File: config.mk
export PLATFORM = sky130hd
export DESIGN_NAME = mem_arbiter
export DESIGN_NICKNAME = d
export VERILOG_FILES = /design/src/mem_pkg.sv /design/src/mem_arbiter.sv
export SDC_FILE = /design/constraint.sdc
export NUM_CORES = 1
export LEC_CHECK = 0
export ABC_AREA = 1
export BUFFER_PORTS_ARGS = -buffer_cell sky130_fd_sc_hd__buf_2
export CAP_MARGIN = 40
export CORE_AREA = 2 2 80 82
export DETAILED_ROUTE_END_ITERATION = 8
export DIE_AREA = 0 0 82 84
export SETUP_SLACK_MARGIN = 0.3
export SYNTH_ARGS = -nofsm -noshare
export SYNTH_HDL_FRONTEND = slang
export SYNTH_SLANG_ARGS = --single-unit
export TNS_END_PERCENT = 100
File: constraint.sdc
create_clock -name vclk -period 0.8
set_input_delay 0.04 -clock vclk [all_inputs]
set_output_delay 0.04 -clock vclk [all_outputs]
set_load 0.005 [all_outputs]
File: src/mem_pkg.sv
package mem_pkg;

    ////////////////////
    // Widths and depths.
    ////////////////////

    localparam int DATA_W   = 64;
    localparam int ADDR_W   = 32;
    localparam int SEG_W    = 16;
    localparam int OPSIZE_W = 2;
    localparam int SEL_W    = 4;

    localparam int RAM_DEPTH = 256;
    localparam int RAM_AW    = $clog2(RAM_DEPTH);
    // Byte offset bits inside a word.
    localparam int WORD_LSB  = 3;

    localparam int WBQ_DEPTH = 4;
    localparam int WBQ_PTR_W = $clog2(WBQ_DEPTH);

    // Longest tolerated run of denied load requests.
    localparam int STARVE_LIMIT = 64;

    ////////////////////
    // Operand source codes.
    ////////////////////

    localparam logic [SEL_W-1:0] SRC_REG1 = 4'd0;
    localparam logic [SEL_W-1:0] SRC_REG2 = 4'd1;
    localparam logic [SEL_W-1:0] SRC_REG3 = 4'd2;
    localparam logic [SEL_W-1:0] SRC_REG4 = 4'd3;
    localparam logic [SEL_W-1:0] SRC_SEG1 = 4'd4;
    localparam logic [SEL_W-1:0] SRC_SEG2 = 4'd5;
    localparam logic [SEL_W-1:0] SRC_SEG3 = 4'd6;
    localparam logic [SEL_W-1:0] SRC_SEG4 = 4'd7;
    localparam logic [SEL_W-1:0] SRC_MEM1 = 4'd8;
    localparam logic [SEL_W-1:0] SRC_MEM2 = 4'd9;
    localparam logic [SEL_W-1:0] SRC_IMM  = 4'd10;
    localparam logic [SEL_W-1:0] SRC_EIP  = 4'd11;
    localparam logic [SEL_W-1:0] SRC_ZERO = 4'd15;

    // Memory operand sizes.
    localparam logic [OPSIZE_W-1:0] OPSIZE_8  = 2'd0;
    localparam logic [OPSIZE_W-1:0] OPSIZE_16 = 2'd1;
    localparam logic [OPSIZE_W-1:0] OPSIZE_32 = 2'd2;
    localparam logic [OPSIZE_W-1:0] OPSIZE_64 = 2'd3;

endpackage
File: src/mem_arbiter.sv
module mem_arbiter (
    input  logic                       clk,
    input  logic                       rst_n,
    input  logic                       wq_req,
    input  logic [mem_pkg::ADDR_W-1:0] wq_addr,
    input  logic [mem_pkg::DATA_W-1:0] wq_data,
    input  logic                       ld_req,
    input  logic [mem_pkg::ADDR_W-1:0] ld_addr,
    output logic                       wq_gnt,
    output logic                       ld_gnt,
    output logic                       ram_en,
    output logic                       ram_we,
    output logic [mem_pkg::RAM_AW-1:0] ram_addr,
    output logic [mem_pkg::DATA_W-1:0] ram_wdata
);

    import mem_pkg::*;

    logic [$clog2(STARVE_LIMIT):0] ld_wait;

    // Stores win, so a load always sees every store queued ahead of it.
    assign wq_gnt = wq_req;
    assign ld_gnt = ld_req && !wq_req;

    assign ram_en    = wq_gnt || ld_gnt;
    assign ram_we    = wq_gnt;
    assign ram_addr  = wq_gnt ? wq_addr[WORD_LSB +: RAM_AW] : ld_addr[WORD_LSB +: RAM_AW];
    assign ram_wdata = wq_data;

    // Run length of denied load requests.
    always_ff @(posedge clk) begin
        if (!rst_n) begin
            ld_wait <= '0;
        end else if (ld_req && !ld_gnt) begin
            ld_wait <= ld_wait + 1'b1;
        end else begin
            ld_wait <= '0;
        end
    end

    ////////////////////
    // Checks.
    ////////////////////

    // A denied load keeps its request and address.
    assert property (@(posedge clk) disable iff (!rst_n)
        (ld_req && !ld_gnt) |=> (ld_req && $stable(ld_addr)))
        else $error("mem_arbiter: load request dropped or moved before its grant");

    assert property (@(posedge clk) disable iff (!rst_n) ld_wait < STARVE_LIMIT)
        else $error("mem_arbiter: load starved for %0d cycles", ld_wait);

endmodule

## Word level (Yosys, flattened, before mapping)

Index checks and enable logic that the tools add are counted.

- Multiplexer cells: 1
- Reductions and logical operators: 3

Operators by type and width:

| cell | number |
|---|---|
| $mux W8 | 1 |
| $logic_and A1 B1 Y1 | 1 |
| $logic_not A1 Y1 | 1 |
| $logic_or A1 B1 Y1 | 1 |

- Register bits after elaboration: 0
- Bits of input ports: 132
- Output and inout port bits: 76
- Word-level logic and storage cells: 4

## Depth between registers and ports, before layout

- Depth after elaboration: 3
- Depth in mapped cells: 4
- Mapped depth without buffers: 3

## Worst setup path after synthesis

No wires, ideal clock.

- Kind: input-to-output
- From: input port wq_req
- To: output port ram_addr[0] in the netlist's numbering
- Data arrival time: 0.367 ns
- Required time: 0.760 ns
- Setup slack: 0.393 ns
- Cell stages on the path: 4
- Path buffers: 1
- Cell sequence: buf_6 -> inv_2 -> nand2_1 -> nand2_1

- Cells in the longest elaborated chain, start to end: 1

RTL lines:

| item | line | RTL |
|---|---|---|
| from (decl) | mem_arbiter.sv:4 | `input logic wq_req,` |
| $mux W8 | mem_arbiter.sv:27 | `assign ram_addr = wq_gnt ? wq_addr[WORD_LSB +: RAM_AW] : ld_addr[WORD_LSB +: RAM_AW];` |
| to (decl) | mem_arbiter.sv:13 | `output logic [mem_pkg::RAM_AW-1:0] ram_addr,` |

No other way between the ends.

## Worst setup path in the final report

- From: input port wq_req
- To: output port ram_addr[5] in the netlist's numbering

The elaborated chain is that of the path after synthesis.

==> impl_results.md <==
- Period utilization: 0.679
- Internal power: approximately 0.12 mW
- Post-Route Setup TNS: 0 ns
- Cell with the largest stage delay on the worst path: buf_16
- Endpoint of the worst hold path: ram_wdata[19]
- Highest net fanout along the worst path: 5
- Drt drc: 0
- Worst setup startpoint: wq_req
- Final number of hold-violating endpoints: 0
- Arrival time worst endpoint: around 0.50 ns
- Fraction of final layout cells with drive strength greater than 1: 0.700
- Yosys warns: 0
- HP Class: input port to output pin
- Worst slew margin: 0.926
- P per Cell Area: between 400 and 500 mW/mm^2
- Largest net degree at the start of global routing: 10
- Number of core rows: 29
- Antenna violations before repair: 0
- Final estimated routing congestion in global placement: around 0.76
- Routed vias/inst: ~2.6
- Via count of the first global-routing pass: a little over 400
- Data required, critical path: around 0.76 ns
- Global-route congestion overflow total: 0
- Most used standard cells in the synthesized netlist: buf_4 (66), nand2_1 (25)
- Static leakage: between 0.2 and 0.25 nW
- Worst setup slack after layout: approximately 0.26 ns
- Count of hold-fix buffers inserted at cts: 0
- Transition time at the pin with the least slew margin: roughly 0.11 ns
- Outcome: complete, no violations
- Total Routing Usage GR: 0.0339
- Category of the worst setup path launch point: input port
- Switching power summed over all nets: between 0.08 and 0.09 mW
- Max Transition Viols Final: 0
- Layout Utilization: 0.0751
- Starting utilization of the core area: 0.100
- Critical path cell sequence: buf_12 -> buf_16 -> nand2_4 -> nand2_2 -> buf_6
- Final net count: between 150 and 200
- Ports placed on the boundary: about 210
- Clock network power share: 0
- Maximum achievable frequency: about 1800 MHz
- Synth Net Count: between 200 and 250
- Post-Route WL: ~1300 um
- Ranking of synthesized cells by area: buf_4 (81%), nand2_1 (15%), buf_6 (1.8%), inv_1 (0.61%), inv_2 (0.61%)
- Placed inst area: between 300 and 400 um^2
- Max incr delay on CP: roughly 0.13 ns
- Detail Route Antenna Nets: 0
- Die X: between 80 and 90 um
- Register area: 0 um^2
- Sequential share of power: 0
- Count of flip-flops and latches: 0
- Post-place setup slack: 0.181 ns
- Netlist Area Pre-Place: just over 600 um^2
- Number of max-capacitance violations reported: 0
- Share of the yosys chip area belonging to registers: 0
- Average instance area after synthesis: between 6 and 7 um^2
- Antenna cell count: 0
- Clock buf count: 0
- Count of buffers inserted at the top-level ports: 30
- Die area: 0.00689 mm^2
- Combinational share of power: 1.000
- Count of final setup violators: 0
- Global-route wire length before repair: about 1800 um
- Sw Ratio: 0.421
- Unrepaired setup endpoints after global routing: yes
- Worst min-delay path startpoint: wq_data[19]
- First-pass detailed-route iteration total: 1
- Yosys cell types: 6
- Final std cell area, no fill: about 460 um^2
- Hold Worst Slack: 0.0800 ns
- Tmin final: between 0.5 and 0.6 ns
- Count leader, synth: buf_4
- IR Drop Worst-Case VDD: roughly 100 uV
- Vertical die dimension: approximately 84 um
- Area grow syn2layout: -25.2%
- Critical path endpoint category: output pin
- Critical path class: input port to output pin
- Floorplan core area: 0.00610 mm^2
- DRC marker count from the first detailed-route iteration: 0
- Number of instances in the synthesized netlist: 95
- Library cell with the largest summed area after synthesis: buf_4
- Total vias in the final route: 359
- Area share of the leading cell type in the synthesized netlist: 0.810
- Cell depth of the worst hold path: 0
- Post-DP HPWL: around 1000 um
- Average routed wire per standard cell: approximately 9 um
-- cell usage in the layout (no fill, tap or decap) --
cell     synthesis  layout
nand2_4          0       1
buf_16           0       1
inv_1            1       1
nor2_4           0       1
nand2_1         25      17
nand2_2          0       7
buf_12           0       2
buf_6            1       1
buf_2            0      28
inv_6            0       1
-- what timing repair did --
action,4_1_cts,5_1_grt
gates cloned,1,0
endpoints found under the hold margin,0,0
pin swaps,4,5
gates resized for setup,15,4
endpoints found under the setup margin,10,10
buffers inserted,0,0
-- critical path: cells and delay by family --
kind	cells	cell delay (ns)
buf+inv	3	0.36
simple gates	2	0.10
-- power groups by stage --
stage / Clock [mW] / Combinational, mW / Sequential (mW)
6_report: 0 / 0.203 / 0
5_1_grt: 0 / 0.223 / 0
4_1_cts: 0 / 0.195 / 0
3_5_place_dp: 0 / 0.150 / 0
3_3_place_gp: 0 / 0.148 / 0
2_1_floorplan: 0 / 0.322 / 0
-- per-stage QoR --
| step | total power [mW] | instances |
|---|---|---|
| 2_1_floorplan | 0.322 | 95 |
| 3_3_place_gp | 0.148 | 136 |
| 3_5_place_dp | 0.150 | 136 |
| 4_1_cts | 0.195 | 137 |
| 5_1_grt | 0.223 | 137 |
| 6_report | 0.203 | 137 |
-- routing by layer --
layer | track usage | share of wire
met1 | 0.0169 | 0.17
met2 | 0.0591 | 0.45
met3 | 0.00974 | 0.19
met4 | 0.0621 | 0.19
met5 | 0 | 0
-- worst max path at each step --
stage,endpoint,cells after the start
after global routing,ram_addr[0],5
after global placement,ram_addr[6],5
after detailed placement,ram_addr[6],5
after CTS,ram_addr[1],5
final,ram_addr[5],5
after floorplan,ram_addr[0],4
-- cell type report --
type	instances	area, um^2
Tap cell	77	96.3
Multi-Input combinational cell	26	130
Timing Repair Buffer	32	219
Inverter	2	12.5
Fill cell	732	5640
-- cells by family after synthesis --
logic type,share of synthesized area
buffers and inverters,0.840
AND/OR/NAND/NOR,0.160
Power figures use the tool's default switching activity.
