`config.mk`:
```
export PLATFORM = sky130hd
export DESIGN_NAME = wb_queue
export DESIGN_NICKNAME = d
export VERILOG_FILES = /design/src/mem_pkg.sv /design/src/wb_queue.sv
export SDC_FILE = /design/constraint.sdc
export NUM_CORES = 1
export LEC_CHECK = 0
export BUFFER_PORTS_ARGS = -buffer_cell sky130_fd_sc_hd__clkbuf_2
export CAP_MARGIN = 20
export CORE_MARGIN = 3
export CORE_UTILIZATION = 57
export CTS_CLUSTER_DIAMETER = 80
export DETAILED_ROUTE_END_ITERATION = 10
export PLACE_DENSITY = 0.81
export SLEW_MARGIN = 20
export SYNTH_ARGS = -nofsm -noshare
export SYNTH_HDL_FRONTEND = slang
export SYNTH_SLANG_ARGS = --single-unit
```
`constraint.sdc`:
```
create_clock -name clk -period 4.6 [get_ports clk]
set_clock_uncertainty 0.15 [all_clocks]
set_input_delay 0.92 -clock clk [delete_from_list [all_inputs] [get_ports clk]]
set_output_delay 0.92 -clock clk [all_outputs]
set_load 0.03 [all_outputs]
```
`src/mem_pkg.sv`:
```
package mem_pkg;

    ////////////////////
    // Widths and depths.
    ////////////////////

    localparam int DATA_W   = 64;
    localparam int ADDR_W   = 32;
    localparam int SEG_W    = 16;
    localparam int OPSIZE_W = 2;
    localparam int SEL_W    = 4;

    localparam int RAM_DEPTH = 256;
    localparam int RAM_AW    = $clog2(RAM_DEPTH);
    // Byte offset bits inside a word.
    localparam int WORD_LSB  = 3;

    localparam int WBQ_DEPTH = 4;
    localparam int WBQ_PTR_W = $clog2(WBQ_DEPTH);

    // Longest tolerated run of denied load requests.
    localparam int STARVE_LIMIT = 64;

    ////////////////////
    // Operand source codes.
    ////////////////////

    localparam logic [SEL_W-1:0] SRC_REG1 = 4'd0;
    localparam logic [SEL_W-1:0] SRC_REG2 = 4'd1;
    localparam logic [SEL_W-1:0] SRC_REG3 = 4'd2;
    localparam logic [SEL_W-1:0] SRC_REG4 = 4'd3;
    localparam logic [SEL_W-1:0] SRC_SEG1 = 4'd4;
    localparam logic [SEL_W-1:0] SRC_SEG2 = 4'd5;
    localparam logic [SEL_W-1:0] SRC_SEG3 = 4'd6;
    localparam logic [SEL_W-1:0] SRC_SEG4 = 4'd7;
    localparam logic [SEL_W-1:0] SRC_MEM1 = 4'd8;
    localparam logic [SEL_W-1:0] SRC_MEM2 = 4'd9;
    localparam logic [SEL_W-1:0] SRC_IMM  = 4'd10;
    localparam logic [SEL_W-1:0] SRC_EIP  = 4'd11;
    localparam logic [SEL_W-1:0] SRC_ZERO = 4'd15;

    // Memory operand sizes.
    localparam logic [OPSIZE_W-1:0] OPSIZE_8  = 2'd0;
    localparam logic [OPSIZE_W-1:0] OPSIZE_16 = 2'd1;
    localparam logic [OPSIZE_W-1:0] OPSIZE_32 = 2'd2;
    localparam logic [OPSIZE_W-1:0] OPSIZE_64 = 2'd3;

endpackage
```
`src/wb_queue.sv`:
```
module wb_queue (
    input  logic                       clk,
    input  logic                       rst_n,
    input  logic                       wb_valid,
    input  logic [mem_pkg::ADDR_W-1:0] wb_memaddr,
    input  logic [mem_pkg::DATA_W-1:0] wb_memdata,
    output logic                       wbaq_isfull,
    output logic                       wq_req,
    output logic [mem_pkg::ADDR_W-1:0] wq_addr,
    output logic [mem_pkg::DATA_W-1:0] wq_data,
    input  logic                       wq_gnt
);

    import mem_pkg::*;

    logic [ADDR_W-1:0]    addr_q [WBQ_DEPTH];
    logic [DATA_W-1:0]    data_q [WBQ_DEPTH];
    logic [WBQ_PTR_W-1:0] wr_ptr;
    logic [WBQ_PTR_W-1:0] rd_ptr;
    logic [WBQ_PTR_W:0]   count;
    logic                 push;
    logic                 pop;

    assign push = wb_valid && !wbaq_isfull;
    assign pop  = wq_gnt;

    assign wbaq_isfull = (count == (WBQ_PTR_W + 1)'(WBQ_DEPTH));
    assign wq_req      = (count != '0);
    assign wq_addr     = addr_q[rd_ptr];
    assign wq_data     = data_q[rd_ptr];

    always_ff @(posedge clk) begin
        if (push) begin
            addr_q[wr_ptr] <= wb_memaddr;
            data_q[wr_ptr] <= wb_memdata;
        end
    end

    // Pointers wrap at the last entry.
    always_ff @(posedge clk) begin
        if (!rst_n) begin
            wr_ptr <= '0;
            rd_ptr <= '0;
            count  <= '0;
        end else begin
            if (push) begin
                wr_ptr <= (wr_ptr == WBQ_PTR_W'(WBQ_DEPTH - 1)) ? '0 : wr_ptr + 1'b1;
            end
            if (pop) begin
                rd_ptr <= (rd_ptr == WBQ_PTR_W'(WBQ_DEPTH - 1)) ? '0 : rd_ptr + 1'b1;
            end
            if (push && !pop) begin
                count <= count + 1'b1;
            end else if (pop && !push) begin
                count <= count - 1'b1;
            end
        end
    end

    // Writeback must respect the full flag.
    assert property (@(posedge clk) disable iff (!rst_n) wb_valid |-> !wbaq_isfull)
        else $error("wb_queue: store pushed while full");

endmodule

```
======== Word-level counts from Yosys, hierarchy flattened ========
Memories as Yosys holds them, arrays and structs flattened. A register that Yosys moved wholly into a read port is not among the register bits.
Index checks and enable logic that the tools add are counted.
storage, ports and cells
  RAM bits ................................ 384
  flip-flop bits (word level) ............. 7
  output and inout port bits .............. 98
  memories ................................ 2
  word-level logic and storage cells ...... 30
  input bits .............................. 100
operators by class
  multiplexer cells ....................... 10
  $add $sub $neg .......................... 4
  equal/unequal tests ..................... 3
  reduce and logical (&&, ||, !) cells .... 8
memory list
  memory  depth  bits a word  rd ports  clocked after Yosys merged registers in  wr ports  line            source
  data_q  4      64           1         1                                        1         wb_queue.sv:17  logic [DATA_W-1:0] data_q [WBQ_DEPTH];
  addr_q  4      32           1         1                                        1         wb_queue.sv:16  logic [ADDR_W-1:0] addr_q [WBQ_DEPTH];
operators with widths
  cell                 count
  $mux 2               6
  $mux 3               2
  $add 2x1->2 const B  2
  $eq 2x2->1 const B   2
  $add 3x1->3 const B  1
  $eq 3x3->1 const B   1
  $logic_and 1x1->1    3
  $logic_not 1->1      3
  $reduce_bool 3->1    1
  $sub 3x1->3 const B  1
  $mux 1               2
  $reduce_bool 2->1    1

======== Longest topological paths before layout ========
  depth after elaboration ................. 7
  depth in mapped cells ................... 9
  depth with buffers taken out ............ 8

======== Worst setup path before layout ========
Ideal clock, no wire load.
  path kind ............................... input -> register
  start point ............................. in wb_valid
  end point ............................... mem addr_q[0][0], enable pin
  buffers on the path ..................... 1
  setup time .............................. 0.466 ns
  required time ........................... 3.984 ns
  arrival ................................. 3.422 ns
  slack ................................... 0.562 ns
  stages .................................. 3
  cell sequence ........................... and2b_1 > buf_2 > and2_1
on the way
  word-level cells in the longest chain between the ends .. 3
ends and longest elaborated chain
  element                       line            source
  start: declaration            wb_queue.sv:4   input logic wb_valid,
  $logic_and 1x1->1             wb_queue.sv:24  assign push = wb_valid && !wbaq_isfull;
  net push                      wb_queue.sv:21  logic push;
  $mux 1                        wb_queue.sv:33  if (push) begin
  $mux 1 (not written as such)  wb_queue.sv:34  addr_q[wr_ptr] <= wb_memaddr;
  end: declaration              wb_queue.sv:16
The timed path passes the listed nets, and every way through them passes these cells.

==> summary by stage <==
CTS
The number of levels the H-tree was split into is 2. The number of clock buffers inserted by TritonCTS is 39. The quantity of gates resized following cts is 0. For the worst-skew pair, the clock arrives at the later sink with an insertion delay of 0.50 ns.

The post-CTS setup buffer count is 0. The tree is rooted in a clkbuf_16. Clock-pin slew was measured on the worst setup and hold paths at 0.06 ns.

The buffer depth of the longest clock path is 3. The number of hold buffers added after CTS was 0. The tree built by TritonCTS fans out to 393 sinks.

TritonCTS built the clock tree.

Worst setup path
For the worst setup path, the data required time is 3.53 ns. The data arrival at the endpoint of the critical path is about 2.5 ns. In this run the critical register-to-register path is launched from count[0]$_SDFFE_PN0P_. The worst register-to-register path ends at count[2]$_SDFFE_PN0P_. STA classifies the critical path endpoint as a primary output. The endpoint of the most critical setup path is wq_data[44]. The worst-path maximum fanout is 48. The startpoint-to-endpoint class of the critical path is reg -> out. STA classifies the critical path startpoint as a flop. In this run the register-to-register setup slack is 2.06 ns. The number of cells on the worst reg-to-reg path is 8.

Floorplanning
During I/O placement, the number of pins put on the boundary was 198. The die span in y is 164.5 um. For this configuration, the core starts out at a cell density of between 50% and 60%. The area inside the core boundary is about 25000 um^2.

The x dimension of the die is 164.5 um. The total number of placement rows is 57. The area of the die is 27060 um^2.

Place
The count of buffers added on input and output ports is between 150 and 200. At the end of routability-driven placement, the weighted congestion stood at 0.7799. Once detailed placement completed, the half-perimeter wirelength came to 16070 um. Prior to clock tree synthesis, the placed netlist has a worst setup slack of 1.423 ns.

Timing
Setup repair after global routing left no endpoint under its margin. The total count of max-transition violations in the final report was 0. At the pin with the least slew margin, the transition time is ~0.63 ns. Across all hold checks on the routed design, the worst slack comes to 0.3688 ns. The worst relative slew slack is 58.00%. The shortest clock period the worst path allows after layout is 3.612 ns. In the finished design, the share of the clock period the worst path needs comes to 78.52%. Setup violations remaining at the end of the flow were counted as 0. The final setup slack of the worst path is 0.9880 ns.

Timing would allow up to approximately 280 MHz. The final-layout setup total negative slack is 0 ns. The final count of hold timing violations is 0.

Logic synthesis
The number of synthesized flops with an enable pin is 384. The post-synthesis instance area is 14320 um^2. After synthesis, the netlist uses 23 different library cells. The share of flip-flops with an asynchronous set or reset after synthesis is 0%.

By instance count, the leading cell after synthesis is edfxtp_1. The share of Yosys cell area claimed by the top area cell type is 80.54%. The most used flip-flop cell after synthesis is edfxtp_1. The average footprint of a synthesized cell is 26.03 um^2. Counting instances in the post-synthesis netlist gives the leading cell types as edfxtp_1, mux4_2, buf_2, dfxtp_1, ha_1. Sorting the synthesized cells by area gives the leading types as edfxtp_1, mux4_2, dfxtp_1.

The leading area contributor after synthesis is edfxtp_1. The sequential element share of the synthesized area is 81.80%. The net count after synthesis is 657. The number of warning messages in the yosys log is 0. The flip-flop and latch count after synthesis is 393. Synthesis produced a netlist whose cell count is 550.

Final layout
Once layout is complete, the utilization of the core stands at ~69%. The net count of the finished layout is around 880. The post-route netlist has between 40% and 50% of its cells at a drive strength greater than 1. The area growth from synthesis to final layout is 18.52%.

Global routing
Entering global routing, the biggest net connects 64 pins. Global routing used 27.64% of the available met1 tracks. The most utilized layer in the global route result is met2. The met2 layer usage reported by global route is 33.99%. Global routing consumed, on the met3 layer, between 6 and 7% of the routing resources. The number of antenna violations at the first check in global routing is 1. The global route total overflow is 0. The overall track demand over capacity in global routing is approximately 21%. The number of global-route vias before repair is 6928. The global-route wire length before repair is between 40000 and 50000 um.

Drt
The first-iteration detailed-routing DRC count is 661. The post-route antenna net violation count is 0. Across all layers, the routed design uses 6542 vias. In the routed design, unresolved DRC markers number 0. Using the TritonRoute via totals, the vias-per-cell ratio works out to 5.805. Dividing the detail-routed wire length by the instance count gives about 24 um. After detailed routing, the total wire length is 27170 um. The number of iterations in the first detailed-routing pass is 5.

Power and ir drop
Across the VDD grid, the largest voltage drop is 0.4678 mV. The total power after layout is 0.008796 W. Of the total power, registers draw 50.3%. The static leakage is 5.745 nW. For this design the ratio of total power to cell area is between 500 and 600 nW/um^2. Of the total power, combinational logic draws between 10% and 20%. The power share of the clock group is 35.2%. Internal power comes to 0.006610 W. Net switching is 24.84% of the power. In this run the power spent charging and discharging nets is ~0.0022 W.

Run status
The flow ran to the end, and the final reports show no timing, DRC or antenna violations.

Run
The max capacitance violation total is 0.

Min path
The class of the tightest hold or removal check is reg -> reg.
==> through the flow <==
| step | std cells | cell area, um^2 |
|---|---|---|
| after floorplan | 550 | 14320 |
| final | 1127 | 16970 |
| after global routing | 1127 | 16970 |
| after global placement | 1055 | 15700 |
| after detailed placement | 1055 | 15700 |
| after CTS | 1126 | 16970 |
==> logic make-up (layout without fill, tap and decap cells) <==
group / after synthesis / count (layout) / synth area share (%)
fa+ha+maj: 7 / 7 / 0.6642
compound gates: 3 / 3 / 0.1223
flops: 393 / 393 / 81.80
mux: 100 / 100 / 15.38
xor+xnor: 2 / 2 / 0.1224
other cells: 0 / 1 / 0
simple gates: 18 / 18 / 0.7253
buf+inv: 27 / 279 / 1.188
==> power groups by stage <==
stage | Clock [W] | Sequential, W | Combinational, W
after floorplan | 0 | 0.00447 | 0.000891
after global placement | 0 | 0.00446 | 0.00126
after detailed placement | 0 | 0.00449 | 0.00130
after CTS | 0.00315 | 0.00443 | 0.00131
after global routing | 0.00329 | 0.00445 | 0.00136
final | 0.00309 | 0.00443 | 0.00128
==> area by class of cell <==
cell class | instances | area [um^2]
clock inverters | 20 | 193.9
fillers | 1485 | 7565
flip-flops and latches | 393 | 11720
inverters | 4 | 15.01
well taps | 324 | 405.4
diodes | 1 | 2.502
clock buffers | 51 | 1074
multi-input cells | 130 | 2446
repair buffers | 204 | 1114
==> worst max-delay path: stages (launching register included) <==
cell and delay, ns:
dfxtp_4 0.75, buf_12 0.40, mux4_2 0.60, clkbuf_2 0.22
==> worst min-delay path by stage <==
stage                                      start                endpoint  slack (ns)  cells past startpoint
after global routing      wr_ptr[0]$_SDFFE_PN0P_  wr_ptr[0]$_SDFFE_PN0P_        0.41                      2
after floorplan            count[2]$_SDFFE_PN0P_   count[2]$_SDFFE_PN0P_        0.32                      2
final                     wr_ptr[1]$_SDFFE_PN0P_  wr_ptr[1]$_SDFFE_PN0P_        0.37                      2
after CTS                 wr_ptr[1]$_SDFFE_PN0P_  wr_ptr[1]$_SDFFE_PN0P_        0.37                      2
after global placement    wr_ptr[1]$_SDFFE_PN0P_  wr_ptr[1]$_SDFFE_PN0P_        0.33                      2
after detailed placement  wr_ptr[1]$_SDFFE_PN0P_  wr_ptr[1]$_SDFFE_PN0P_        0.36                      2
==> registers in the layout, summed over array words and instances (netlist names), named ones only <==
register and cells:
addr_q 128, count 3, data_q 256, rd_ptr 2, wr_ptr 2
==> cell usage in the layout, fill, tap and decap left out, types with 3 or more instances in the layout <==
| cell | netlist | layout |
|---|---|---|
| buf_12 | 1 | 6 |
| clkbuf_1 | 5 | 9 |
| nor2b_1 | 3 | 3 |
| nand2_1 | 4 | 4 |
| clkinv_1 | 0 | 11 |
| and2_4 | 0 | 4 |
| ha_1 | 6 | 6 |
| mux2i_1 | 4 | 4 |
| clkinvlp_4 | 0 | 3 |
| edfxtp_1 | 384 | 384 |
| mux4_2 | 96 | 96 |
| clkbuf_2 | 0 | 197 |
| clkbuf_16 | 0 | 41 |
| bufinv_16 | 0 | 4 |
| dfxtp_1 | 9 | 7 |
| inv_1 | 4 | 4 |
==> per-layer routing <==
metal,share of wire (%),vias to the layer above,routed length [um]
met4,2.2,0,597
met5,0,-,0
met1,39,3413,10480
li1,-,2817,-
met3,8.4,49,2280
met2,51,263,13810
Power figures use the tool's default switching activity.
