### config.mk
export PLATFORM = sky130hd
export DESIGN_NAME = operand_loader
export DESIGN_NICKNAME = d
export VERILOG_FILES = /design/src/mem_pkg.sv /design/src/operand_loader.sv
export SDC_FILE = /design/constraint.sdc
export NUM_CORES = 1
export LEC_CHECK = 0
export ABC_AREA = 1
export ABC_CLOCK_PERIOD_IN_PS = 7700
export BUFFER_PORTS_ARGS = -buffer_cell sky130_fd_sc_hd__buf_2
export CORE_ASPECT_RATIO = 0.5
export CORE_MARGIN = 5
export CORE_UTILIZATION = 35
export DETAILED_ROUTE_END_ITERATION = 6
export GPL_ROUTABILITY_DRIVEN = 0
export PLACE_DENSITY = 0.66
export SLEW_MARGIN = 5
export SYNTH_ARGS = -nofsm -noshare
export SYNTH_HDL_FRONTEND = slang
export SYNTH_SLANG_ARGS = --single-unit
### constraint.sdc
create_clock -name clk -period 7.7 [get_ports clk]
set_input_delay 0.77 -clock clk [delete_from_list [all_inputs] [get_ports clk]]
set_output_delay 0.77 -clock clk [all_outputs]
set_load 0.01 [all_outputs]
### src/mem_pkg.sv
package mem_pkg;

    ////////////////////
    // Widths and depths.
    ////////////////////

    localparam int DATA_W   = 64;
    localparam int ADDR_W   = 32;
    localparam int SEG_W    = 16;
    localparam int OPSIZE_W = 2;
    localparam int SEL_W    = 4;

    localparam int RAM_DEPTH = 256;
    localparam int RAM_AW    = $clog2(RAM_DEPTH);
    // Byte offset bits inside a word.
    localparam int WORD_LSB  = 3;

    localparam int WBQ_DEPTH = 4;
    localparam int WBQ_PTR_W = $clog2(WBQ_DEPTH);

    // Longest tolerated run of denied load requests.
    localparam int STARVE_LIMIT = 64;

    ////////////////////
    // Operand source codes.
    ////////////////////

    localparam logic [SEL_W-1:0] SRC_REG1 = 4'd0;
    localparam logic [SEL_W-1:0] SRC_REG2 = 4'd1;
    localparam logic [SEL_W-1:0] SRC_REG3 = 4'd2;
    localparam logic [SEL_W-1:0] SRC_REG4 = 4'd3;
    localparam logic [SEL_W-1:0] SRC_SEG1 = 4'd4;
    localparam logic [SEL_W-1:0] SRC_SEG2 = 4'd5;
    localparam logic [SEL_W-1:0] SRC_SEG3 = 4'd6;
    localparam logic [SEL_W-1:0] SRC_SEG4 = 4'd7;
    localparam logic [SEL_W-1:0] SRC_MEM1 = 4'd8;
    localparam logic [SEL_W-1:0] SRC_MEM2 = 4'd9;
    localparam logic [SEL_W-1:0] SRC_IMM  = 4'd10;
    localparam logic [SEL_W-1:0] SRC_EIP  = 4'd11;
    localparam logic [SEL_W-1:0] SRC_ZERO = 4'd15;

    // Memory operand sizes.
    localparam logic [OPSIZE_W-1:0] OPSIZE_8  = 2'd0;
    localparam logic [OPSIZE_W-1:0] OPSIZE_16 = 2'd1;
    localparam logic [OPSIZE_W-1:0] OPSIZE_32 = 2'd2;
    localparam logic [OPSIZE_W-1:0] OPSIZE_64 = 2'd3;

endpackage
### src/operand_loader.sv
module operand_loader (
    input  logic                         clk,
    input  logic                         rst_n,
    input  logic                         valid_in,
    input  logic                         fwd_stall,
    input  logic                         mem1_rd,
    input  logic                         mem2_rd,
    input  logic [mem_pkg::ADDR_W-1:0]   mem_addr1,
    input  logic [mem_pkg::ADDR_W-1:0]   mem_addr2,
    input  logic [mem_pkg::OPSIZE_W-1:0] opsize_in,
    output logic                         ld_req,
    output logic [mem_pkg::ADDR_W-1:0]   ld_addr,
    input  logic                         ld_gnt,
    input  logic [mem_pkg::DATA_W-1:0]   ram_rdata,
    output logic [mem_pkg::DATA_W-1:0]   mem1_data,
    output logic [mem_pkg::DATA_W-1:0]   mem2_data,
    output logic                         done,
    output logic                         stall,
    output logic                         valid_out
);

    import mem_pkg::*;

    typedef enum logic [2:0] {
        S_IDLE,
        S_RD1,
        S_WT1,
        S_RD2,
        S_WT2,
        S_HOLD
    } state_t;

    state_t            state;
    state_t            state_nxt;
    logic [DATA_W-1:0] mem1_q;
    logic [DATA_W-1:0] mem2_q;

    // Zero-extend a loaded word to the operand size.
    function automatic logic [DATA_W-1:0] size_mask(
        input logic [DATA_W-1:0]   word,
        input logic [OPSIZE_W-1:0] size
    );
        size_mask = word;
        case (size)
            OPSIZE_8:  size_mask = DATA_W'(word[7:0]);
            OPSIZE_16: size_mask = DATA_W'(word[15:0]);
            OPSIZE_32: size_mask = DATA_W'(word[31:0]);
            OPSIZE_64: size_mask = word;
        endcase
    endfunction

    ////////////////////
    // Sequencer.
    ////////////////////

    always_comb begin
        state_nxt = state;
        done      = 1'b0;
        ld_req    = 1'b0;
        ld_addr   = mem_addr1;
        case (state)
            S_IDLE: begin
                if (valid_in && !fwd_stall) begin
                    if (mem1_rd) begin
                        state_nxt = S_RD1;
                    end else if (mem2_rd) begin
                        state_nxt = S_RD2;
                    end else begin
                        done = 1'b1;
                    end
                end
            end
            S_RD1: begin
                ld_req = 1'b1;
                if (ld_gnt) begin
                    state_nxt = S_WT1;
                end
            end
            S_WT1: begin
                state_nxt = mem2_rd ? S_RD2 : S_HOLD;
            end
            S_RD2: begin
                ld_req  = 1'b1;
                ld_addr = mem_addr2;
                if (ld_gnt) begin
                    state_nxt = S_WT2;
                end
            end
            S_WT2: begin
                state_nxt = S_HOLD;
            end
            S_HOLD: begin
                if (!fwd_stall) begin
                    done      = 1'b1;
                    state_nxt = S_IDLE;
                end
            end
            default: begin
                state_nxt = S_IDLE;
            end
        endcase
    end

    always_ff @(posedge clk) begin
        if (!rst_n) begin
            state     <= S_IDLE;
            valid_out <= 1'b0;
        end else begin
            state     <= state_nxt;
            valid_out <= done;
        end
    end

    // Read data is valid in the cycle after the grant.
    always_ff @(posedge clk) begin
        if (state == S_WT1) begin
            mem1_q <= size_mask(ram_rdata, opsize_in);
        end
        if (state == S_WT2) begin
            mem2_q <= size_mask(ram_rdata, opsize_in);
        end
    end

    assign mem1_data = mem1_rd ? mem1_q : '0;
    assign mem2_data = mem2_rd ? mem2_q : '0;
    assign stall     = fwd_stall || (valid_in && !done);

    // Upstream holds its instruction until the stage lets go.
    assert property (@(posedge clk) disable iff (!rst_n) (valid_in && stall) |=> valid_in)
        else $error("operand_loader: valid_in dropped under stall");

endmodule

---- Word-level counts from Yosys, hierarchy flattened ----
Index checks and enable logic that the tools add are counted.
word-level totals
  register bits ........................... 132
  bits of input ports ..................... 137
  output and inout port bits .............. 164
operators by class
  equality and inequality tests ........... 13
  multiplexer cells ....................... 18
  reduce and logical (&&, ||, !) cells .... 9
operators with widths
  cell                number
  $pmux 64 s4         1
  $mux 64             2
  $mux 32             1
  $mux 3              7
  $pmux 3 s6          1
  $ne 2x2->1 const B  4
  $eq 3x2->1 const B  2
  $eq 3x3->1 const B  2
  $mux 1              5
  $reduce_and 5->1    1
  $eq 2x2->1 const B  2
  $eq 3x1->1 const B  1
  $logic_not 3->1     1
  $ne 3x3->1 const B  1
  $eq 2x1->1 const B  1
  $logic_and 1x1->1   2
  $logic_not 1->1     2
  $logic_not 2->1     1
  $pmux 1 s2          1
  $reduce_or 2->1     1
  $logic_or 1x1->1    1

---- Depth between registers and ports, before layout ----
Gate-level depths: netlist (run 1).
  word-level depth ........................ 7
  mapped depth ............................ 7
  depth with buffers taken out ............ 7

---- Worst setup path after synthesis (run 1) ----
OpenSTA, ideal clock, no wires.
  path kind ............................... flip-flop to flip-flop
  start point ............................. register state[1]
  end point ............................... register mem1_q[0] (enable)
  arrival time ............................ 4796 ps
  data required time ...................... 7135 ps
  setup slack ............................. 2339 ps
  stages on the path, launching flop included .. 3
  buffers on the path ..................... 0
  cells stage by stage .................... dfxtp_1 inv_2 nor3_1
between the ends
  cells in the longest elaborated chain, start to end .. 1
ends and longest elaborated chain
  item                      RTL line               text
  start: declaration        operand_loader.sv:33   state_t state;
  start signal: assignment  operand_loader.sv:109  state <= state_nxt;
  $eq 3x2->1                operand_loader.sv:116  if (state == S_WT1) begin
  end signal: assignment    operand_loader.sv:117  mem1_q <= size_mask(ram_rdata, opsize_in);
  end: declaration          operand_loader.sv:35   logic [DATA_W-1:0] mem1_q;
Every way passes these cells.
A chain may end at the register's enable or synchronous reset.

---- Worst setup path in the final report (run 1) ----
  start point ............................. input mem1_rd
  end point ............................... output stall
between the ends
  cells in the longest elaborated chain, start to end .. 6
ends and longest elaborated chain
  item                RTL line               text
  start: declaration  operand_loader.sv:6    input logic mem1_rd,
  $mux 1              operand_loader.sv:64   if (mem1_rd) begin
  $mux 1              operand_loader.sv:63   if (valid_in && !fwd_stall) begin
  $pmux 1 s2          operand_loader.sv:61   case (state)
  $logic_not 1->1     operand_loader.sv:126  assign stall = fwd_stall || (valid_in && !done);
  $logic_and 1x1->1   operand_loader.sv:126
  $logic_or 1x1->1    operand_loader.sv:126
  end: declaration    operand_loader.sv:18   output logic stall,
Every way passes these cells.

==> results of run 1 <==
synthesized netlist by cell type, drive strengths merged:
library cell	n	area share (%)
nand3	4	0.33
o22ai	1	0.10
dfxtp	4	1.3
nor3	1	0.083
buf	23	2.3
a21oi	3	0.25
o21ai	3	0.25
edfxtp	128	64
inv	193	12
clkbuf	2	0.12
nand2	254	16
nor2	51	3.5
nand3b	1	0.12
nand4	1	0.10
per-layer routing:
metal,vias up,track usage (%)
met5,-,0
met4,0,6.06
met3,20,3.59
met2,136,32.5
met1,2365,18.1
li1,2557,-
flip-flops by register name (all words and copies together), names as in the netlist:
register	cells
state	3
mem2_q	64
valid_out	1
mem1_q	64
layout make-up:
cell class	count	share of cell area [%]
diodes	1	0.0301
clock inverters	14	1.84
well taps	227	3.42
multi-input cells	319	15.1
clock buffers	18	5.16
flip-flops and latches	132	47.2
inverters	193	8.74
repair buffers	305	18.5
where the power goes:
group | leakage, nW | switching (mW) | total (mW) | internal [mW]
combinational | 3.47 | 0.149 | 0.235 | 0.0856
clock | 0.274 | 0.309 | 0.790 | 0.480
sequential | 1.21 | 0.0115 | 0.845 | 0.833
how the worst max path moves through the flow:
stage | endpoint | slack [ns]
after global routing | stall | 4.64
after detailed placement | stall | 4.81
after global placement | stall | 4.84
after CTS | stall | 4.81
after floorplan | mem1_q[0] | 2.34
final | stall | 4.83
critical path, delay by kind of cell:
kind,cells,cell delay (ns)
buffers and inverters,3,0.78
AND/OR/NAND/NOR,5,0.45
AO/OA/AOI/OAI,1,0.07
cells by family (layout without fill, tap and decap cells):
logic type / after synthesis / in the layout / synth area share (%)
other: 0 / 1 / 0
flip-flops: 132 / 132 / 64.9
AND/OR/NAND/NOR: 312 / 312 / 20.0
buffers and inverters: 218 / 530 / 14.5
AO/OA/AOI/OAI: 7 / 7 / 0.600
stage by stage:
step	power, mW	setup slack (ns)	hold slack, ns
after global routing	1.96	4.64	0.527
after global placement	1.09	4.84	0.587
after floorplan	0.988	2.34	0.548
after CTS	1.90	4.81	0.533
after detailed placement	1.10	4.81	0.590
final	1.87	4.83	0.554
==> summary.txt, run 1 <==
required time of the critical path -> 6.93 ns
Critical-path top delay cell -> buf_4
Final Setup Violations -> 0
tightest slew margin relative to the limit -> 45.5%
CP max stage delay -> 0.59 ns
register-to-register path setup slack -> 5.42 ns
worst setup path startpoint -> mem1_rd
DP Cell Count -> 1176
FF-to-FF End -> mem1_q[53]
final global-route overflow total -> 0
count of H-tree levels built during CTS -> 4
clock tree from TritonCTS -> built
routed vias -> 5078
quantity of gates resized following cts -> 0
post-synthesis sequential area ratio -> 64.9%
Netlist cell types -> 21
overall fraction of global-route tracks in use -> 16.6%
path category of the worst min-delay check -> input pin to flip-flop
fill cell count -> 1607
starting utilization of the core area -> 36.3%
#FFs+latches synth -> 132
CP Max Fanout -> 66
DRT Pass-1 Iters -> 4
count of input and output buffers -> 300
area used by sequential logic in the layout -> 0.00392 mm2
number of placed I/O pins -> 301
accumulated negative setup slack -> 0 ns
number of maximum-capacitance constraint violations -> 0
total non-filler cell area in the finished layout -> 0.00831 mm2
worst reg-to-reg path cell count -> 3
Avg WL per Cell -> 14.4 um
worst hold path startpoint -> ram_rdata[1]
multi-input logic area -> 0.00126 mm2
Top cell by count, worst path -> nand2_1
die area -> 0.0202 mm2
Layout area overhead -> 37.6%
commonest cells after routing, fill and taps aside -> buf_2, nand2_1, inv_1
Worst IR Drop VDD -> 0.109 mV
outcome -> complete, no violations
synthesized netlist net count -> 806
worst min-delay path endpoint -> mem1_q[1]
Clock Root Buffer -> clkbuf_16
Post-Synthesis Cell Area -> 0.00604 mm2
Cell Pwr Density -> 225 mW/mm2
pin count of the biggest net entering global routing -> 67
# rows -> 33
RR Startpoint -> state[1]
antenna-violating nets left -> 0
largest clock skew in the final design -> 0.00721 ns
Die Ht -> 103 um
DRC violation count after routing -> 0
timing-limited maximum frequency -> 349 MHz
antenna violations before repair -> 1
buffer depth of the longest clock path -> 2
data arrival time of the critical path -> 2.10 ns
number of nets in the layout -> 1105
element type at the critical path start -> input pin
total core area -> 0.0166 mm2
most common cell after layout, fill and taps aside -> buf_2
first-pass GRT wire length -> 26200 um
Fin. Hold Viols -> 0
Leakage Power -> 4.95 nW
HPWL reported at the end of detailed placement -> 12700 um
detailed route wirelength on metal2 -> 9500 um
final std cells w/o fill -> 1209
share of the core filled with cells in the final layout -> 50.0%
clock sink count -> 132
Via density -> 4.20
setup repair after global routing missed its margin -> no
dpl cell area -> 0.00773 mm2
final period utilization -> 37.2%
highest signal layer in the routed design -> met4
routed wl met3 -> 872 um
wire length on met1 -> 6710 um
cell depth of the worst min-delay path -> 1
post-synthesis instance total -> 669
type of the worst setup path -> input pin to output port
TritonCTS buffer count -> 17
number of warning messages in the yosys log -> 0
wire length reported by the detailed router -> 17400 um
ratio of cells with drive above 1 in the final layout -> 35.3%
# Post-CTS Setup Buffers -> 0
clock slew at reported path FFs -> 0.06 ns
number of hold buffers added after CTS -> 0
Mean Syn Cell Area -> 9.03 um2
die extent in x -> 196 um
vias in the first global route -> 5250
shortest period the worst path allows -> 2.87 ns
number of DRC violations after detailed-routing iteration 0 -> 261
kind of end point of the critical path -> output port
clock latency of the later-clocked register in the worst-skew pair -> 0.41 ns
slew of the pin with the lowest slew margin -> 0.817 ns
final-report max-slew violation count -> 0
critical path, cell by cell -> buf_2 > buf_4 > nor2_1 > nand2_1 > o21ai_0 > nand2_1 > nand2_1 > nand2_1 > buf_2
Note: power is estimated with default switching activity, not from simulation.
==> run 2: changes to the inputs <==
--- a/config.mk
+++ b/config.mk
@@ -6,14 +6,14 @@
 export NUM_CORES = 1
 export LEC_CHECK = 0
 export ABC_AREA = 1
-export ABC_CLOCK_PERIOD_IN_PS = 7700
+export ABC_CLOCK_PERIOD_IN_PS = 2490
 export BUFFER_PORTS_ARGS = -buffer_cell sky130_fd_sc_hd__buf_2
 export CORE_ASPECT_RATIO = 0.5
 export CORE_MARGIN = 5
 export CORE_UTILIZATION = 35
 export DETAILED_ROUTE_END_ITERATION = 6
 export GPL_ROUTABILITY_DRIVEN = 0
-export PLACE_DENSITY = 0.66
+export PLACE_DENSITY = 0.68
 export SLEW_MARGIN = 5
 export SYNTH_ARGS = -nofsm -noshare
 export SYNTH_HDL_FRONTEND = slang
==> constraint.sdc (replaced) <==
create_clock -name clk -period 2.49 [get_ports clk]
set_input_delay 0.249 -clock clk [delete_from_list [all_inputs] [get_ports clk]]
set_output_delay 0.249 -clock clk [all_outputs]
set_load 0.01 [all_outputs]
==> run 2 against run 1 <==
Critical path type is now flip-flop to output port. Count of clock-buffer cells in the layout shrank 1. Wire length is 2.8% higher. Utilization grew 0.48 points. Clock skew increased by 0.0015 ns. Critical endpoint is now ld_addr[13].
==> summary.txt, run 2 (synthesis results as in run 1) <==
wire length reported by the detailed router -> 17900 um (was 17400 um)
cell family with the largest share of critical-path delay -> simple AND/OR/NAND/NOR gates (was buffers and inverters)
Worst IR Drop VDD -> 0.398 mV (was 0.109 mV)
data arrival time of the critical path -> 1.97 ns (was 2.10 ns)
Leakage Power -> 4.96 nW (was 4.95 nW)
required time of the critical path -> 2.24 ns (was 6.93 ns)
timing-limited maximum frequency -> 451 MHz
Layout area overhead -> 38.9% (was 37.6%)
diode insertion count for antenna repair -> 0 (was 1)
final-report max-slew violation count -> 0 (unchanged)
number of nets in the layout -> 1105 (unchanged)
# Post-CTS Setup Buffers -> 0 (unchanged)
Fin. Hold Viols -> 0 (unchanged)
TritonCTS buffer count -> 17 (unchanged)
WHS -> 0.0369 ns (was 0.554 ns)
HPWL reported at the end of detailed placement -> 13200 um (was 12700 um)
# rows -> 33 (unchanged)
ratio of cells with drive above 1 in the final layout -> 35.3% (unchanged)
die area -> 0.0202 mm2 (unchanged)
clock latency of the later-clocked register in the worst-skew pair -> 0.40 ns (was 0.41 ns)
slew of the pin with the lowest slew margin -> 0.564 ns (was 0.817 ns)
pin count of the biggest net entering global routing -> 65 (was 67)
DRC violation count after routing -> 0 (unchanged)
outcome -> complete, no violations (unchanged)
first-pass GRT wire length -> 26400 um (was 26200 um)
antenna-violating nets left -> 0 (unchanged)
Avg WL per Cell -> 14.8 um (was 14.4 um)
Clock Root Buffer -> clkbuf_16 (unchanged)
total non-filler cell area in the finished layout -> 0.00839 mm2 (was 0.00831 mm2)
count of H-tree levels built during CTS -> 4 (unchanged)
Critical-path top delay cell -> dfxtp_1 (was buf_4)
sum of buffers and inverters on the critical path -> 3 (unchanged)
kind of end point of the critical path -> output port (unchanged)
setup repair after global routing missed its margin -> no (unchanged)
count of input and output buffers -> 300 (unchanged)
buffer depth of the longest clock path -> 2 (unchanged)
starting utilization of the core area -> 36.3% (unchanged)
number of maximum-capacitance constraint violations -> 0 (unchanged)
CP max stage delay -> 0.38 ns (was 0.59 ns)
overall fraction of global-route tracks in use -> 16.9% (was 16.6%)
critical path, cell by cell -> inv_2 > nand2_2 > nor2_8 > inv_4 > nand2_1 > nand2_1 > buf_2 (was buf_2 > buf_4 > nor2_1 > nand2_1 > o21ai_0 > nand2_1 > nand2_1 > nand2_1 > buf_2)
Cell Pwr Density -> 703 mW/mm2 (was 225 mW/mm2)
Top cell by count, worst path -> nand2_1 (unchanged)
DRT Pass-1 Iters -> 4 (unchanged)
share of the core filled with cells in the final layout -> 50.4% (was 50.0%)
Final Setup Violations -> 0 (unchanged)
registers with the most flip-flops -> mem1_q x64, mem2_q x64, state x3 (unchanged)
quantity of gates resized following cts -> 0 (unchanged)
clock sink count -> 132 (unchanged)
dpl cell area -> 0.00779 mm2 (was 0.00773 mm2)
total core area -> 0.0166 mm2 (unchanged)
Via density -> 4.29 (was 4.20)
largest clock skew in the final design -> 0.00868 ns (was 0.00721 ns)
type of the worst setup path -> flip-flop to output port (was input pin to output port)
number of hold buffers added after CTS -> 0 (unchanged)
clock slew at reported path FFs -> 0.06 ns (about the same)
routed vias -> 5187 (was 5078)
final period utilization -> 89.1%
most common cell after layout, fill and taps aside -> buf_2 (unchanged)
antenna violations before repair -> 0 (was 1)
accumulated negative setup slack -> 0 ns (unchanged)
number of placed I/O pins -> 301 (unchanged)
final global-route overflow total -> 0 (unchanged)
CP Max Fanout -> 34 (was 66)
number of DRC violations after detailed-routing iteration 0 -> 221 (was 261)
die extent in x -> 196 um (unchanged)
element type at the critical path start -> flip-flop (was input pin)
commonest cells after routing, fill and taps aside -> buf_2, nand2_1, inv_1 (unchanged)
path category of the worst min-delay check -> input pin to flip-flop (unchanged)
clock tree from TritonCTS -> built (unchanged)
tightest slew margin relative to the limit -> 62.3% (was 45.5%)
Die Ht -> 103 um (unchanged)
overall power of the completed layout -> 5.90 mW (was 1.87 mW)
shortest period the worst path allows -> 2.22 ns
vias in the first global route -> 5248 (was 5250)
==> run 2: power breakdown <==
group | internal [mW] | switching, mW
clock network | 1.58 | 0.967
logic | 0.277 | 0.467
registers | 2.57 | 0.0367
total | 4.43 | 1.47
==> run 2: final cells by class <==
type / count / area, um2
fillers: 1575 / 8250
flip-flops and latches: 132 / 3920
repair buffers: 305 / 1590
multi-input cells: 319 / 1260
inverters: 193 / 727
clock buffers: 17 / 425
well taps: 227 / 284
clock inverters: 15 / 183
==> run 2: layer usage <==
metal  share of wire, %  vias up  GRT usage [%]
li1                   -     2557              -
met1                 36     2460           17.4
met2                 57      146           34.7
met3                4.9       24           3.20
met4                1.8        0           5.90
met5                  0        -              0
==> run 2: stage by stage <==
stage | cells | setup slack [ns]
after CTS | 1208 | 0.243
after detailed placement | 1176 | 0.698
after global placement | 1176 | 0.797
after global routing | 1208 | 0.0980
final | 1208 | 0.272
after floorplan | 669 | 0.0862
==> run 2: final timing paths <==
path | start | cells after the start | slack, ns | to
worst max-delay path | state[2] | 7 | 0.27 | ld_addr[13]
worst min-delay path | ram_rdata[4] | 1 | 0.04 | mem2_q[4]
worst max register to register | state[0] | 4 | 0.96 | mem2_q[30]
worst min register to register | state[2] | 2 | 0.63 | state[2]
